$ cat src/rtl/radio_ctrl_pkg.sv
// radio control package
// shared widths, word types, stream IDs and setting register map
`default_nettype none

package radio_ctrl_pkg;

    //////////////////////////////////////////////////
    // word and field types
    //////////////////////////////////////////////////

    // command: data[63:32], zero[31:17], write[16], addr[15:8], sid[7:0]
    typedef logic [63:0] cmd_word_t;

    // response: value[63:32], zero[31:11], rb_sel[10:8], sid[7:0]
    typedef logic [63:0] resp_word_t;

    typedef logic [7:0]  sid_t;
    typedef logic [7:0]  reg_addr_t;
    typedef logic [31:0] reg_data_t;
    typedef logic [2:0]  rb_sel_t;
    typedef logic [1:0]  lock_t;    // front-end lock pair

    //////////////////////////////////////////////////
    // channel routing
    //////////////////////////////////////////////////

    localparam int NUM_CHANNELS = 2;

    // only the upper nibble selects the endpoint
    localparam sid_t SID_MASK = 8'hF0;

    // channel k answers to CTRL_SID_BASE * (k+1)
    localparam sid_t CTRL_SID_BASE = 8'h10;

    //////////////////////////////////////////////////
    // setting register map
    //////////////////////////////////////////////////

    localparam reg_addr_t SR_MISC     = 8'd16;
    localparam reg_addr_t SR_READBACK = 8'd32;  // low 3 bits of data only
    localparam reg_addr_t SR_SCRATCH  = 8'd40;

    // compat number, major in the upper half of the readback
    localparam logic [15:0] COMPAT_MAJOR = 16'h000E;
    localparam logic [15:0] COMPAT_MINOR = 16'h0000;

    //////////////////////////////////////////////////
    // readback selector values
    //////////////////////////////////////////////////

    localparam rb_sel_t RB_COMPAT  = 3'd0;
    localparam rb_sel_t RB_MISC    = 3'd1;
    localparam rb_sel_t RB_SCRATCH = 3'd2;
    localparam rb_sel_t RB_LOCK    = 3'd3;
    // 4..7 read back as zero

endpackage

`default_nettype wire

$ cat src/rtl/ctrl_router.sv
// control command router
// holds one command and presents it to the endpoint its SID selects
`timescale 1ns/100ps
`default_nettype none

module ctrl_router (
    input  wire                                         radio_clk,
    input  wire                                         bus_rst,
    input  wire                                         i_cmd_valid,
    input  radio_ctrl_pkg::cmd_word_t                   i_cmd_data,
    output logic                                        o_cmd_ready,
    output logic [radio_ctrl_pkg::NUM_CHANNELS-1:0]     o_cmd_valid,
    output radio_ctrl_pkg::cmd_word_t                   o_cmd_data,
    input  wire  [radio_ctrl_pkg::NUM_CHANNELS-1:0]     i_cmd_ready
);

    logic                                    slot_full;
    logic [radio_ctrl_pkg::NUM_CHANNELS-1:0] slot_sel;  // one-hot channel, zero when unmatched
    radio_ctrl_pkg::cmd_word_t               slot_data;

    logic [radio_ctrl_pkg::NUM_CHANNELS-1:0] dst_sel;
    radio_ctrl_pkg::sid_t                    cmd_sid;
    logic                                    slot_drain;
    logic                                    cmd_accept;

    //////////////////////////////////////////////////
    // SID decode on the incoming word
    //////////////////////////////////////////////////

    assign cmd_sid = i_cmd_data[7:0];

    always_comb begin
        dst_sel = '0;
        for (int k = 0; k < radio_ctrl_pkg::NUM_CHANNELS; k++) begin
            if ((cmd_sid & radio_ctrl_pkg::SID_MASK) ==
                radio_ctrl_pkg::sid_t'(radio_ctrl_pkg::CTRL_SID_BASE * (k + 1))) begin
                dst_sel[k] = 1'b1;
            end
        end
    end

    //////////////////////////////////////////////////
    // command slot
    //////////////////////////////////////////////////

    // unmatched words leave the slot on their own next cycle
    assign slot_drain  = slot_full && ((slot_sel == '0) || ((slot_sel & i_cmd_ready) != '0));
    assign o_cmd_ready = !slot_full || slot_drain;
    assign cmd_accept  = i_cmd_valid && o_cmd_ready;

    always_ff @(posedge radio_clk) begin
        if (bus_rst) begin
            slot_full <= 1'b0;
            slot_sel  <= '0;
        end else if (cmd_accept) begin
            slot_full <= 1'b1;
            slot_sel  <= dst_sel;
        end else if (slot_drain) begin
            slot_full <= 1'b0;
        end
    end

    always_ff @(posedge radio_clk) begin
        if (cmd_accept) begin
            slot_data <= i_cmd_data;
        end
    end

    // at most one valid, and only for a matched word
    assign o_cmd_valid = slot_full ? slot_sel : '0;
    assign o_cmd_data  = slot_data;

endmodule

`default_nettype wire

$ cat config.mk
export PLATFORM = sky130hd
export DESIGN_NAME = ctrl_router
export DESIGN_NICKNAME = d
export VERILOG_FILES = /design/src/rtl/radio_ctrl_pkg.sv /design/src/rtl/ctrl_router.sv
export SDC_FILE = /design/constraint.sdc
export NUM_CORES = 1
export LEC_CHECK = 0
export BUFFER_PORTS_ARGS = -buffer_cell sky130_fd_sc_hd__clkbuf_2
export CORE_MARGIN = 2
export CORE_UTILIZATION = 40
export DETAILED_ROUTE_END_ITERATION = 6
export PLACE_DENSITY = 0.77
export SYNTH_ARGS = -nofsm -noshare
export SYNTH_HDL_FRONTEND = slang
export SYNTH_SLANG_ARGS = --single-unit
$ cat constraint.sdc
create_clock -name radio_clk -period 3 [get_ports radio_clk]
set_input_delay 0.45 -clock radio_clk [delete_from_list [all_inputs] [get_ports radio_clk]]
set_output_delay 0.45 -clock radio_clk [all_outputs]
set_load 0.03 [all_outputs]
=== After elaboration in Yosys (flattened, before gate mapping) ===
Index checks and enable logic that the tools add are counted.

* Bits in registers: 67
* Logic and storage cells: 19

* Equality and inequality tests: 2
* Mux-type cells: 5
* Bitwise logic cells: 1
* Reductions and logical operators: 8

{| class="wikitable"
|+ Operator list
! kind !! count
|-
| $eq 4x1->1 const B || 1
|-
| $eq 4x2->1 const B || 1
|-
| $mux 1 || 4
|-
| $reduce_bool 2->1 || 2
|-
| $and 2x2->2 || 1
|-
| $logic_and 1x1->1 || 2
|-
| $logic_not 2->1 || 1
|-
| $logic_or 1x1->1 || 2
|-
| $mux 2 || 1
|-
| $logic_not 1->1 || 1
|}

=== Depth between registers and ports, before layout ===
* Depth in word-level cells: 7
* Gate-level depth with buffers: 3
* Gate-level depth less buffers: 3

=== Least setup slack after synthesis ===
Ideal clock, no wire load.

* Path kind: reg-to-reg
* Start point: register slot_sel[1] in the netlist's numbering
* End point: register slot_data[0] (netlist: o_cmd_data[0]), enable pin
* Arrival time: 2634 ps
* Required time: 2572 ps
* Slack: -62 ps
* Cell stages (with the launch flop): 3
* Path buffers: 0
* Cell sequence: dfxtp_1 o2111ai_1 and2_1

* Word-level cells in the longest chain between the ends: 6
* Elaborated cells on any way between the ends: 7
* Those cells by class: 1 x bitwise; 6 x reduce/logical

{| class="wikitable"
|+ RTL lines
! what !! line !! source
|-
| start, declared || ctrl_router.sv:18 || <nowiki>logic [radio_ctrl_pkg::NUM_CHANNELS-1:0] slot_sel;</nowiki>
|-
| start signal, assigned || ctrl_router.sv:57 || <nowiki>slot_sel <= dst_sel;</nowiki>
|-
| $and 2x2->2 || ctrl_router.sv:47 || <nowiki>assign slot_drain = slot_full && ((slot_sel == '0) || ((slot_sel & i_cmd_ready) != '0));</nowiki>
|-
| $reduce_bool 2->1 || ctrl_router.sv:47 ||
|-
| $logic_or 1x1->1 * || ctrl_router.sv:47 ||
|-
| $logic_and 1x1->1 * || ctrl_router.sv:47 ||
|-
| $logic_or 1x1->1 * || ctrl_router.sv:48 || <nowiki>assign o_cmd_ready = !slot_full || slot_drain;</nowiki>
|-
| via o_cmd_ready || ctrl_router.sv:11 || <nowiki>output logic o_cmd_ready,</nowiki>
|-
| $logic_and 1x1->1 * || ctrl_router.sv:49 || <nowiki>assign cmd_accept = i_cmd_valid && o_cmd_ready;</nowiki>
|-
| via cmd_accept || ctrl_router.sv:24 || <nowiki>logic cmd_accept;</nowiki>
|-
| end signal, assigned || ctrl_router.sv:65 || <nowiki>slot_data <= i_cmd_data;</nowiki>
|-
| end, declared || ctrl_router.sv:19 || <nowiki>radio_ctrl_pkg::cmd_word_t slot_data;</nowiki>
|}

Mark *: on every way through the listed nets, which the timed path passes. The rest lies on a longest branch.
A chain may end at the register's enable or synchronous reset.

=== Worst setup path in the final report ===
* Start point: register slot_sel[1] in the netlist's numbering
* End point: register slot_data[11] (netlist: o_cmd_data[11]), enable pin

* Word-level cells in the longest chain between the ends: 6
* Elaborated cells on any way between the ends: 7
* Those cells by class: 1 x bitwise; 6 x reduce/logical

{| class="wikitable"
|+ RTL lines
! what !! line
|-
| $and 2x2->2 || ctrl_router.sv:47
|-
| $reduce_bool 2->1 || ctrl_router.sv:47
|-
| $logic_or 1x1->1 * || ctrl_router.sv:47
|-
| $logic_and 1x1->1 * || ctrl_router.sv:47
|-
| $logic_or 1x1->1 * || ctrl_router.sv:48
|-
| $logic_and 1x1->1 * || ctrl_router.sv:49
|-
| via cmd_accept || ctrl_router.sv:24
|}

Marked as above.

==> flow_summary.toml <==
[placement]
gp_congestion = 0.8146
port-buffer-count = 135
place.detailed.hpwl_mm = 3.479
dpl_cell_area_mm2 = 0.002900
pre_cts_ws_ns = 0.9034
dp_cells = 294

[clock_network]
postCtsHoldBufs = 0
cts_resized = 0
clkTransAtPathRegs_ns = 0.07
h-tree-depth = 3
cts_buffers = 9
clk_latency_ns = 0.32
cts_sinks = 67
cts_setup_buffers = 0
cts.path.max_buffers = 2
cts_tree = "yes"
root_buffer = "clkbuf_8"

[worst_setup_path]
timing_worst_setup_path_type = "flip-flop to flip-flop"
start_kind = "flip-flop"
endpoint_kind = "flip-flop"
path_cells = "o2111ai_1 > and2_2 > buf_4"
slowest_stage = "and2_2"
crit_fanout = 28
cp_data_required_time_ns = 3.03
worstPathArrival_ns = 2.00
critPathMaxStageDelay_ns = 0.64

[sta]
worst_pin_slew_ns = 0.6438
hold_viol = 0
rsz0062_at_grt = "no"
hold_slack_ns = 0.2968
finalCritPeriodShare = 0.6594
finalWorstSetupSlack_ns = 1.022
period_minus_slack_ns = 1.978
fin_skew_ns = 0.004039
drv_slew = 0
max_slew_margin = 0.5708
setup_viol = 0
fmax_mhz = 505.5
setup-tns-final_ns = 0

[global_routing]
track_usage = 0.1612
antenna_found_initial = 0
grt_pass1_wl_mm = 6.900
grt_pass1_vias = 1374
grt-ovfl-total = 0
grt_max_degree = 29

[cells_and_area]
num-nets-final = 304
seq_area_mm2 = 0.001982
drive_above_1_share = 0.6402
area_delta_synth_final_pct = 48.49
final_cell_area_mm2 = 0.003131
finalNonFillerCells = 309
fillers = 411
diodes = 0
multi_input_area_um2 = 116.4
postLayoutCoreUtil = 0.6129

[synth]
ys_seq_area_frac = 0.9401
synth.avg_cell_area_um2 = 24.23
netlist_area_mm2 = 0.002108
synth.ff_latch_count = 67
ys_warn_count = 0
postSynthCellCount = 87
syn_nets = 156
synth_cell_type_count = 15

[detailed_routing]
vias = 1356
drt_iter0_markers = 48
detail-route-antenna-nets = 0
routedWlPerCell_um = 14.51
vias_per_cell = 4.388
firstDrtPassIters = 4
drc = 0
wirelength_mm = 4.483

[die]
die_w_um = 76.60
initial_core_util = 0.4128
die-area_mm2 = 0.005868
core_mm2 = 0.005107
fp.dieH_um = 76.60
row_count = 26
io_pins = 136

[outcome]
status = "completed"

[pwr]
p_leak_nw = 1.391
vdd_drop_max_uv = 255.5
cellPowerDensity_mw_per_mm2 = 690.9
total_power_mw = 2.163

[hold_path]
hold_class = "input pin to flip-flop"

[run]
maxCapViolations = 0
-- placed cells by master, fill, tap and decap left out --
master,Yosys,routed
nand3b_1,2,2
clkinv_2,0,1
nor4_1,2,2
clkbuf_8,0,9
inv_1,3,3
a32o_1,1,1
clkbuf_2,0,135
edfxtp_1,64,64
buf_12,0,1
o2111ai_1,1,1
nor2_1,1,1
clkinvlp_4,0,1
a21o_1,1,1
and2_1,2,1
a31o_1,2,2
a21oi_1,1,1
nor3b_1,1,1
dfxtp_1,3,3
and2_2,1,2
nand2_1,2,2
bufinv_16,0,3
clkbuf_1,0,1
buf_4,0,1
-- worst paths after layout --
| path | from | end | slack, ns | cells past startpoint |
|---|---|---|---|---|
| setup / recovery | slot_sel[1]$_SDFFE_PP0P_ | o_cmd_data[11]$_DFFE_PP_ | 1.02 | 3 |
| hold / removal | i_cmd_data[45] | o_cmd_data[45]$_DFFE_PP_ | 0.30 | 1 |
| setup reg to reg | slot_sel[1]$_SDFFE_PP0P_ | o_cmd_data[11]$_DFFE_PP_ | 1.02 | 3 |
| hold reg to reg | slot_sel[0]$_SDFFE_PP0P_ | slot_sel[0]$_SDFFE_PP0P_ | 0.58 | 1 |
-- power breakdown --
group          total (mW)  leakage [nW]  internal [mW]  switching (mW)
Sequential           1.10         0.650           1.08          0.0137
Clock               0.849         0.112          0.546           0.303
Combinational       0.216         0.628         0.0672           0.149
Total                2.16          1.39           1.70           0.466
-- area by class of cell --
cell class	instances	area share
inverters	3	0.003597
clock buffers	10	0.04077
flip-flops and latches	67	0.6331
clock inverters	5	0.03277
well taps	70	0.02798
multi-input cells	17	0.03717
repair buffers	137	0.2246
-- flip-flops by register name, summed over array words and instances (netlist names) --
signal      count
slot_sel        2
slot_full       1
o_cmd_data     64
-- cells in the mapped netlist --
cell,number,share of area
edfxtp_1,64,0.91
dfxtp_1,3,0.028
inv_1,3,0.0053
a31o_1,2,0.0083
and2_1,2,0.0059
nand2_1,2,0.0036
nand3b_1,2,0.0071
nor4_1,2,0.0059
a21o_1,1,0.0036
a21oi_1,1,0.0024
a32o_1,1,0.0047
and2_2,1,0.0036
nor2_1,1,0.0018
nor3b_1,1,0.0036
o2111ai_1,1,0.0042
-- layer usage --
layer,share of wire,vias up,track usage
li1,-,641,-
met1,0.37,618,0.1730
met2,0.51,86,0.2770
met3,0.093,11,0.04739
met4,0.029,0,0.1036
met5,0,-,0
-- worst max-delay path, delay by kind of cell (launching register included) --
family / cells / cell delay, ns
AO/OA/AOI/OAI: 1 / 0.38
buffers and inverters: 1 / 0.31
flip-flops: 1 / 0.34
AND/OR/NAND/NOR: 1 / 0.64
-- logic make-up (layout without fill, tap and decap cells) --
kind of cell	count (synthesis)	in the layout	synth area share
and+or+nand+nor	11	11	0.03145
AOI/OAI and AO/OA	6	6	0.02315
buffers and inverters	3	155	0.005341
DFF	67	67	0.9401
No activity file was read; power rests on OpenSTA's default activity.
