==> src/rtl/radio_ctrl_pkg.sv <==
// radio control package
// shared widths, word types, stream IDs and setting register map
`default_nettype none

package radio_ctrl_pkg;

    //////////////////////////////////////////////////
    // word and field types
    //////////////////////////////////////////////////

    // command: data[63:32], zero[31:17], write[16], addr[15:8], sid[7:0]
    typedef logic [63:0] cmd_word_t;

    // response: value[63:32], zero[31:11], rb_sel[10:8], sid[7:0]
    typedef logic [63:0] resp_word_t;

    typedef logic [7:0]  sid_t;
    typedef logic [7:0]  reg_addr_t;
    typedef logic [31:0] reg_data_t;
    typedef logic [2:0]  rb_sel_t;
    typedef logic [1:0]  lock_t;    // front-end lock pair

    //////////////////////////////////////////////////
    // channel routing
    //////////////////////////////////////////////////

    localparam int NUM_CHANNELS = 2;

    // only the upper nibble selects the endpoint
    localparam sid_t SID_MASK = 8'hF0;

    // channel k answers to CTRL_SID_BASE * (k+1)
    localparam sid_t CTRL_SID_BASE = 8'h10;

    //////////////////////////////////////////////////
    // setting register map
    //////////////////////////////////////////////////

    localparam reg_addr_t SR_MISC     = 8'd16;
    localparam reg_addr_t SR_READBACK = 8'd32;  // low 3 bits of data only
    localparam reg_addr_t SR_SCRATCH  = 8'd40;

    // compat number, major in the upper half of the readback
    localparam logic [15:0] COMPAT_MAJOR = 16'h000E;
    localparam logic [15:0] COMPAT_MINOR = 16'h0000;

    //////////////////////////////////////////////////
    // readback selector values
    //////////////////////////////////////////////////

    localparam rb_sel_t RB_COMPAT  = 3'd0;
    localparam rb_sel_t RB_MISC    = 3'd1;
    localparam rb_sel_t RB_SCRATCH = 3'd2;
    localparam rb_sel_t RB_LOCK    = 3'd3;
    // 4..7 read back as zero

endpackage

`default_nettype wire

==> src/rtl/radio_ctrl_endpoint.sv <==
// radio control endpoint for one channel
// setting registers, lock synchronizer and one registered readback response
`timescale 1ns/100ps
`default_nettype none

module radio_ctrl_endpoint #(
    parameter int CHANNEL = 0
) (
    input  wire                         radio_clk,
    input  wire                         bus_rst,
    input  wire                         i_cmd_valid,
    input  radio_ctrl_pkg::cmd_word_t   i_cmd_data,
    output logic                        o_cmd_ready,
    input  radio_ctrl_pkg::lock_t       i_lock,
    output logic                        o_resp_valid,
    output radio_ctrl_pkg::resp_word_t  o_resp_data,
    input  wire                         i_resp_ready
);

    // own SID, upper nibble from the channel index
    localparam radio_ctrl_pkg::sid_t MY_SID =
        radio_ctrl_pkg::sid_t'(radio_ctrl_pkg::CTRL_SID_BASE * (CHANNEL + 1));

    // command fields
    radio_ctrl_pkg::reg_addr_t  cmd_addr;
    radio_ctrl_pkg::reg_data_t  cmd_value;
    logic                       cmd_write;
    logic                       cmd_accept;

    // setting registers and their next values
    radio_ctrl_pkg::reg_data_t  misc_reg;
    radio_ctrl_pkg::reg_data_t  scratch_reg;
    radio_ctrl_pkg::rb_sel_t    rb_sel;
    radio_ctrl_pkg::reg_data_t  misc_nxt;
    radio_ctrl_pkg::reg_data_t  scratch_nxt;
    radio_ctrl_pkg::rb_sel_t    rb_sel_nxt;

    radio_ctrl_pkg::lock_t      lock_meta;
    radio_ctrl_pkg::lock_t      lock_sync;

    radio_ctrl_pkg::reg_data_t  rb_value;
    logic                       resp_full;
    radio_ctrl_pkg::resp_word_t resp_data;

    assign cmd_addr  = i_cmd_data[15:8];
    assign cmd_write = i_cmd_data[16];
    assign cmd_value = i_cmd_data[63:32];

    // one response slot, refilled on the draining edge
    assign o_cmd_ready = !resp_full || i_resp_ready;
    assign cmd_accept  = i_cmd_valid && o_cmd_ready;

    //////////////////////////////////////////////////
    // setting registers
    //////////////////////////////////////////////////

    always_comb begin
        misc_nxt    = misc_reg;
        scratch_nxt = scratch_reg;
        rb_sel_nxt  = rb_sel;
        if (cmd_accept && cmd_write) begin
            case (cmd_addr)
                radio_ctrl_pkg::SR_MISC:     misc_nxt    = cmd_value;
                radio_ctrl_pkg::SR_SCRATCH:  scratch_nxt = cmd_value;
                radio_ctrl_pkg::SR_READBACK: rb_sel_nxt  = cmd_value[2:0];
                default: ;  // unknown address, nothing written
            endcase
        end
    end

    always_ff @(posedge radio_clk) begin
        if (bus_rst) begin
            misc_reg    <= '0;
            scratch_reg <= '0;
            rb_sel      <= '0;
        end else begin
            misc_reg    <= misc_nxt;
            scratch_reg <= scratch_nxt;
            rb_sel      <= rb_sel_nxt;
        end
    end

    // two-flop synchronizer for the async lock pair
    always_ff @(posedge radio_clk) begin
        if (bus_rst) begin
            lock_meta <= '0;
            lock_sync <= '0;
        end else begin
            lock_meta <= i_lock;
            lock_sync <= lock_meta;
        end
    end

    //////////////////////////////////////////////////
    // readback response
    //////////////////////////////////////////////////

    // selected from post-write values so a same-command selector change counts
    always_comb begin
        case (rb_sel_nxt)
            radio_ctrl_pkg::RB_COMPAT:  rb_value = {radio_ctrl_pkg::COMPAT_MAJOR,
                                                   radio_ctrl_pkg::COMPAT_MINOR};
            radio_ctrl_pkg::RB_MISC:    rb_value = misc_nxt;
            radio_ctrl_pkg::RB_SCRATCH: rb_value = scratch_nxt;
            radio_ctrl_pkg::RB_LOCK:    rb_value = {30'd0, lock_sync};
            default:                    rb_value = '0;
        endcase
    end

    always_ff @(posedge radio_clk) begin
        if (bus_rst) begin
            resp_full <= 1'b0;
        end else if (cmd_accept) begin
            resp_full <= 1'b1;
        end else if (i_resp_ready) begin
            resp_full <= 1'b0;
        end
    end

    always_ff @(posedge radio_clk) begin
        if (cmd_accept) begin
            resp_data <= {rb_value, 21'd0, rb_sel_nxt, MY_SID};
        end
    end

    assign o_resp_valid = resp_full;
    assign o_resp_data  = resp_data;

endmodule

`default_nettype wire

==> config.mk <==
export PLATFORM = sky130hd
export DESIGN_NAME = radio_ctrl_endpoint
export DESIGN_NICKNAME = d
export VERILOG_FILES = /design/src/rtl/radio_ctrl_pkg.sv /design/src/rtl/radio_ctrl_endpoint.sv
export SDC_FILE = /design/constraint.sdc
export NUM_CORES = 1
export LEC_CHECK = 0
export BUFFER_PORTS_ARGS = -buffer_cell sky130_fd_sc_hd__buf_4
export CORE_ASPECT_RATIO = 1.5
export CORE_MARGIN = 2
export CORE_UTILIZATION = 30
export DETAILED_ROUTE_END_ITERATION = 10
export SYNTH_ARGS = -nofsm -noshare
export SYNTH_HDL_FRONTEND = slang
export SYNTH_SLANG_ARGS = --single-unit
==> constraint.sdc <==
create_clock -name radio_clk -period 4.83 [get_ports radio_clk]
set_input_delay 0.966 -clock radio_clk [delete_from_list [all_inputs] [get_ports radio_clk]]
set_output_delay 0.966 -clock radio_clk [all_outputs]
set_load 0.01 [all_outputs]
Yosys cells after proc, flatten, opt, wreduce, memory -nomap -nowiden
Cells that the tools add are included.
W data, S select, Z words.
{"block": "word_totals", "reg_bits": 107, "latch_bits": 0, "mem_bits_rw": 0, "romBits": 0, "in_bits": 70, "n_memories": 0}
{"block": "classes", "n_addsub": 0, "n_mul": 0, "div_mod_pow": 0, "order_cmp": 0, "eq_ne": 6, "shift": 0, "mux": 9, "bitwise": 0, "n_reduce_logical": 6}
{"operator": "$mux W32", "count": 4}
{"operator": "$pmux W32 S4", "count": 1}
{"operator": "$eq A8 B6 Y1 const B", "count": 2}
{"operator": "$eq A8 B5 Y1 const B", "count": 1}
{"operator": "$eq A3 B2 Y1 const B", "count": 2}
{"operator": "$mux W3", "count": 2}
{"operator": "$eq A3 B1 Y1 const B", "count": 1}
{"operator": "$logic_not A3 Y1", "count": 1}
{"operator": "$logic_and A1 B1 Y1", "count": 2}
{"operator": "$mux W1", "count": 2}
{"operator": "$reduce_bool A2 Y1", "count": 1}
{"operator": "$logic_not A1 Y1", "count": 1}
{"operator": "$logic_or A1 B1 Y1", "count": 1}

Longest topological paths before layout
Gate-level depths: netlist (run 1).
{"block": "logic_depth", "ltp_word": 7, "mapped_depth": 8}

Least setup slack after synthesis (run 1)
OpenSTA, ideal clock, no wires.
{"block": "synth_timing", "path_kind": "input -> register", "from": "input i_cmd_data[8]", "to": "register resp_data[57] (netlist: o_resp_data[57]) (data pin)", "setup_time_ns": 0.256, "arrival_time_ns": 2.707, "path_slack_ns": 1.867, "path_stages": 7, "path_buffers": 1, "cell_sequence": "nor4_4 nand3b_4 nor4_4 mux2i_2 buf_6 o22a_1 nor2_2"}
{"block": "synth_via", "elab_chain_len": 5, "elab_cells_between_ends": 14, "classes_between": "eq/ne (6); mux (7); reduce/logical (1)"}
{"element": "start, declared", "line": "radio_ctrl_endpoint.sv:12", "source": "input radio_ctrl_pkg::cmd_word_t i_cmd_data,"}
{"element": "$eq A8 B6 Y1", "line": "radio_ctrl_endpoint.sv:62", "source": "case (cmd_addr)"}
{"element": "$mux W3", "line": "radio_ctrl_endpoint.sv:62"}
{"element": "$mux W3", "line": "radio_ctrl_endpoint.sv:61", "source": "if (cmd_accept && cmd_write) begin"}
{"element": "$eq A3 B2 Y1 (tied with other cells)", "line": "radio_ctrl_endpoint.sv:100", "source": "case (rb_sel_nxt)"}
{"element": "$pmux W32 S4 (*)", "line": "radio_ctrl_endpoint.sv:100"}
{"element": "named net rb_value[25]", "line": "radio_ctrl_endpoint.sv:41", "source": "radio_ctrl_pkg::reg_data_t rb_value;"}
{"element": "end signal, assigned", "line": "radio_ctrl_endpoint.sv:122", "source": "resp_data <= {rb_value, 21'd0, rb_sel_nxt, MY_SID};"}
{"element": "end, declared", "line": "radio_ctrl_endpoint.sv:43", "source": "radio_ctrl_pkg::resp_word_t resp_data;"}
Mark *: on every way through the listed nets, which the timed path passes. The rest lies on a longest branch.
A chain may end at the register's enable or synchronous reset.

Worst setup path in the final report (run 1)
{"block": "layout_timing", "from": "input i_cmd_data[8]", "to": "register resp_data[39] (netlist: o_resp_data[39]) (data pin)"}
The elaborated chain is that of the path after synthesis.

==> reports/metrics.yaml, run 1 <==
ff2ff_path_depth: 7
wl_mm: 9.63
endpoint: "o_resp_data[39]"
cts_root_buffer: "clkbuf_16"
status: "completed"
postCtsSetupRepairBufs: 0
crit_arrival_ps: 3420
pre_cts_ws_ps: 1060
cp_num_buf_inv: 2
ys_seq_area_share_pct: 55.7
detail-route-antenna-nets: 0
clock_latency_ps: 340
cts_resized: 0
netlist_area_um2: 4480
pin_count: 136
ys_ff_latch: 107
finalPower_mw: 1.94
hold_viol_final: 0
p_sw_mw: 0.389
hp-class: "reg2reg"
p_leak_nw: 2.10
synth-adder-area-share_pct: 0
clockBufferDepth: 2
fin_ws_ps: 1470
max_slew_margin_pct: 44.8
whs_path_depth: 1
crit_chain: "buf_4 > nor4_4 > nand3b_4 > nor4_4 > mux2i_4 > buf_4 > o22a_1 > nor2_2"
worst-setup-path-type: "in2reg"
crit_path_max_incr_delay_ps: 650
gp_congestion: 0.768
finClkSkew_ps: 6.12
tightest_slew_ps: 827
combPwrFrac_pct: 5.3
cts_max_level: 3
diodes: 0
synth_mux_area_share_pct: 15.5
cts_buffers: 9
clkPwrFrac_pct: 45.9
overflow: 0
num_rows: 54
synth-simple-area-share_pct: 13.8
synthCells: 396
avgSynthCellArea_um2: 11.3
drt_pass1_iterations: 4
period_share_pct: 69.5
dp_hpwl_mm: 6.34
grt_max_degree: 73
port_buffers: 83
reg2reg_setup_slack_ps: 1970
rsz0062_at_grt: "false"
synth_xor_area_share_pct: 0
ys_types: 28
start_util_pct: 30.7
cap_violations: 0
path_delay_family: "simple AND/OR/NAND/NOR gates"
seqPwrFrac_pct: 48.9
vias: 2963
regToRegEndpoint: "o_resp_data[39]"
fin_crit_ps: 3360
critical_path.max_fanout: 16
die_w_um: 104
layout.nets: 543
num-fill-cells: 1489
grt_pass1_vias: 3098
clock_sinks: 107
largest_register_ff_count: 35
antenna_found_initial: 0
worstSetupEndpointType: "flip-flop"
grtUsageTotal_pct: 12.4
swShare_pct: 20.1
grt_pass1_wl_mm: 15.6
crit_cells: 8
fp.dieH_um: 154
slowest_stage: "mux2i_4"
cp.required_ps: 4900
vdd_drop_max_mv: 0.188
start_kind: "primary input"
path_clk_slew_ps: 70
drive_gt1_share_pct: 27.6
die_area_um2: 15900
dr.first_iter.drc_count: 58
drcViolationCount: 0
crit_path_start: "i_cmd_data[8]"
synth_area_leaders: "dfxtp_1 32%, edfxtp_1 23%, mux2i_1 15%"
r2r-start: "o_resp_valid"
fin_tns_setup_ps: 0
intPower_mw: 1.55
synth_top_family_by_area: "multiplexers"
yosysTopAreaCellShare_pct: 32.2
area_growth_pct: 24.3
cts_tree: "done"
yosysWarnings: 0
power_density_nw_per_um2: 348
core_um2: 14600
synth_area_leader_cell: "dfxtp_1"
setup_viol: 0
wl_per_cell_um: 14.3
vias_per_cell: 4.40
hold_start: "lock_meta[0]"
fmax_ghz: 0.298
synth_compound_area_share_pct: 6.88
slew_violations: 0
cts-hold-fix-buffers: 0
## final cells by class
class	count	area, µm²	share of cell area [%]
clock buffer	10	229	4.12
clock inverter	6	136	2.45
inverter	7	26.3	0.472
multi-input combinational	259	1770	31.8
sequential	107	2490	44.8
tap	196	245	4.41
timing repair buffer	89	668	12.0
## placed cells by master (no fill, tap or decap), drive strengths merged, types with 3 or more instances in the layout
| cell | synthesis | final |
|---|---|---|
| buf | 41 | 89 |
| mux2i | 69 | 69 |
| nor2b | 10 | 10 |
| clkbuf | 9 | 10 |
| bufinv | 0 | 4 |
| o22ai | 3 | 3 |
| nand2b | 4 | 4 |
| o22a | 27 | 27 |
| edfxtp | 35 | 35 |
| dfxtp | 72 | 72 |
| nand2 | 4 | 4 |
| inv | 7 | 8 |
| nor2 | 98 | 98 |
| conb | 2 | 29 |
| nor4 | 3 | 3 |
## metal layers
layer | vias to the layer above | track usage, % | part of all wire [%]
met3 | 7 | 2.71 | 4.2
li1 | 1449 | - | -
met4 | 0 | 4.38 | 1.1
met5 | - | 0 | 0
met2 | 74 | 22.3 | 53
met1 | 1433 | 14.4 | 42
## per-stage QoR
step | util [%] | hold slack, ps | std cells | cell area (µm²)
floorplan | - | 414 | 423 | 4580
global placement | 35.6 | 426 | 658 | 5200
detailed placement | 35.6 | 426 | 658 | 5200
CTS | 38.1 | 442 | 674 | 5560
global route | 38.1 | 464 | 674 | 5560
finish | 38.1 | 437 | 674 | 5560
## power groups by stage
stage | sequential (mW) | clock [mW] | combinational [mW]
2_1_floorplan | 0.973 | 0 | 0.0503
3_3_place_gp | 0.966 | 0 | 0.102
3_5_place_dp | 0.967 | 0 | 0.104
4_1_cts | 0.946 | 0.910 | 0.104
5_1_grt | 0.947 | 0.951 | 0.110
6_report | 0.946 | 0.888 | 0.102
## cells by family after synthesis
logic type,Yosys count
mux,69
simple gates,124
buf+inv,57
flops,107
other cells,2
compound gates,37
## cell usage after synthesis, drive strengths merged
cell	n
o22ai	3
dfxtp	72
a21oi	1
buf	41
nor2b	10
o22a	27
a22oi	2
inv	7
edfxtp	35
o221ai	2
nand3b	1
clkbuf	9
nand3	2
nor3	1
nor4	3
nand2	4
nor2	98
or3	1
o21a	2
nand2b	4
conb	2
mux2i	69
## how the worst min path moves through the flow
stage / to / slack, ps
3_3_place_gp: lock_sync[0] / 430
3_5_place_dp: lock_sync[0] / 430
6_report: lock_sync[0] / 440
5_1_grt: lock_sync[1] / 460
4_1_cts: lock_sync[0] / 440
2_1_floorplan: lock_sync[0] / 410
(Power assumes the default switching activity.)
==> run 2, diff against run 1 <==
clock period = 2.85 ns   (was 4.83 ns; I/O delays follow)
==> reports/metrics.yaml, run 2 (synthesis results as in run 1) <==
cts-hold-fix-buffers: 0  # unchanged
grt_max_degree: 73  # unchanged
fin_ws_ps: 475  # was 1470 ps
largest_register_ff_count: 35  # unchanged
drcViolationCount: 0  # unchanged
clock_latency_ps: 340  # about the same
cts_max_level: 3  # unchanged
dp_hpwl_mm: 6.34  # about the same
overflow: 0  # unchanged
pre_cts_ws_ps: 88.1  # was 1060 ps
diodes: 0  # unchanged
grtUsageTotal_pct: 12.3  # was 12.4%
final_common_cell: "buf_4"  # unchanged
worst-setup-path-type: "in2reg"  # unchanged
max_slew_margin_pct: 51.0  # was 44.8%
num_rows: 54  # unchanged
worstSetupEndpointType: "flip-flop"  # unchanged
detail-route-antenna-nets: 0  # unchanged
cts_buffers: 9  # unchanged
tightest_slew_ps: 735  # was 827 ps
cts_root_buffer: "clkbuf_16"  # unchanged
path_clk_slew_ps: 70  # about the same
period_share_pct: 83.3
area_growth_pct: 24.1  # was 24.3%
antenna_found_initial: 0  # unchanged
hold_viol_final: 0  # unchanged
vdd_drop_max_mv: 0.255  # was 0.188 mV
finalPower_mw: 2.94  # was 1.94 mW
utilization_pct: 38.1  # about the same
num-fill-cells: 1494  # was 1489
grt_pass1_wl_mm: 15.7  # was 15.6 mm
hp-class: "in2reg"  # was reg2reg
drt_pass1_iterations: 5  # was 4
port_buffers: 83  # unchanged
wl_mm: 9.54  # was 9.63 mm
fp.dieH_um: 154  # unchanged
die_w_um: 104  # unchanged
vias: 3010  # was 2963
setup_viol: 0  # unchanged
finClkSkew_ps: 7.58  # was 6.12 ps
fin_crit_ps: 2370
fin_tns_setup_ps: 0  # unchanged
start_util_pct: 30.7  # unchanged
fmax_ghz: 0.421
register_area_um2: 2490  # unchanged
cts_resized: 0  # unchanged
cp.required_ps: 2920  # was 4900 ps
postCtsSetupRepairBufs: 0  # unchanged
slew_violations: 0  # unchanged
clockBufferDepth: 2  # unchanged
layout.nets: 546  # was 543
wl_per_cell_um: 14.1  # was 14.3 µm
cts_tree: "done"  # unchanged
critical_path.max_fanout: 28  # was 16
rsz0062_at_grt: "false"  # unchanged
start_kind: "primary input"  # unchanged
gp_congestion: 0.755  # was 0.768
drive_gt1_share_pct: 28.1  # was 27.6%
status: "completed"  # unchanged
pin_count: 136  # unchanged
core_um2: 14600  # unchanged
vias_per_cell: 4.45  # was 4.40
grt_pass1_vias: 3205  # was 3098
power_density_nw_per_um2: 529  # was 348 nW/µm²
die_area_um2: 15900  # unchanged
clock_sinks: 107  # unchanged
dr.first_iter.drc_count: 70  # was 58
crit_arrival_ps: 2440  # was 3420 ps
multiInputGateArea_um2: 1770  # unchanged
cap_violations: 0  # unchanged
p_leak_nw: 2.10  # about the same
final_cell_mix: "87 x buf_4, 79 x nor2_1, 72 x dfxtp_1"  # was 89 x buf_4, 79 x nor2_1, 72 x dfxtp_1
-- run 2: report_power, final --
part	leakage (nW)	total (mW)	internal (mW)	switching, mW
sequential	0.925	1.60	1.59	0.00718
combinational	1.03	0.177	0.0787	0.0981
clock	0.137	1.16	0.599	0.563
total	2.10	2.94	2.27	0.668
-- run 2: per-stage QoR --
step	std cells	hold WS (ps)	instance area (µm²)
after CTS	676	423	5560
after global placement	661	428	5280
after floorplan	423	414	4580
final	676	434	5560
after detailed placement	661	421	5280
after global routing	676	439	5560
-- run 2: path summary, 6_finish.rpt --
kind	start	endpoint	slack (ps)	cells after the start
worst max register to register	o_resp_valid	o_resp_data[45]	570	7
worst min register to register	lock_meta[0]	lock_sync[0]	440	1
worst max-delay path	i_cmd_data[8]	o_resp_data[45]	480	8
worst min-delay path	i_lock[1]	lock_meta[1]	430	2
-- run 2: critical path, cell delays in order --
cell and delay [ps]:
buf_4 120, nor4_4 310, nand3b_4 180, nor4_4 230
buf_4 230, mux2i_1 120, inv_2 550, nor2_1 110
-- run 2: routing by layer --
| metal | share of wire, % | up-vias | global-route usage [%] |
|---|---|---|---|
| li1 | - | 1462 | - |
| met1 | 41 | 1454 | 13.4 |
| met2 | 53 | 84 | 23.3 |
| met3 | 4.0 | 10 | 2.08 |
| met4 | 1.8 | 0 | 5.47 |
| met5 | 0 | - | 0 |
-- run 2: cell type report --
cell class	instances	share of cell area [%]
Sequential cell	107	44.8
Multi-Input combinational cell	259	31.8
Timing Repair Buffer	92	13.6
Tap cell	196	4.41
Clock buffer	9	4.05
Clock inverter	6	0.878
Inverter	7	0.473
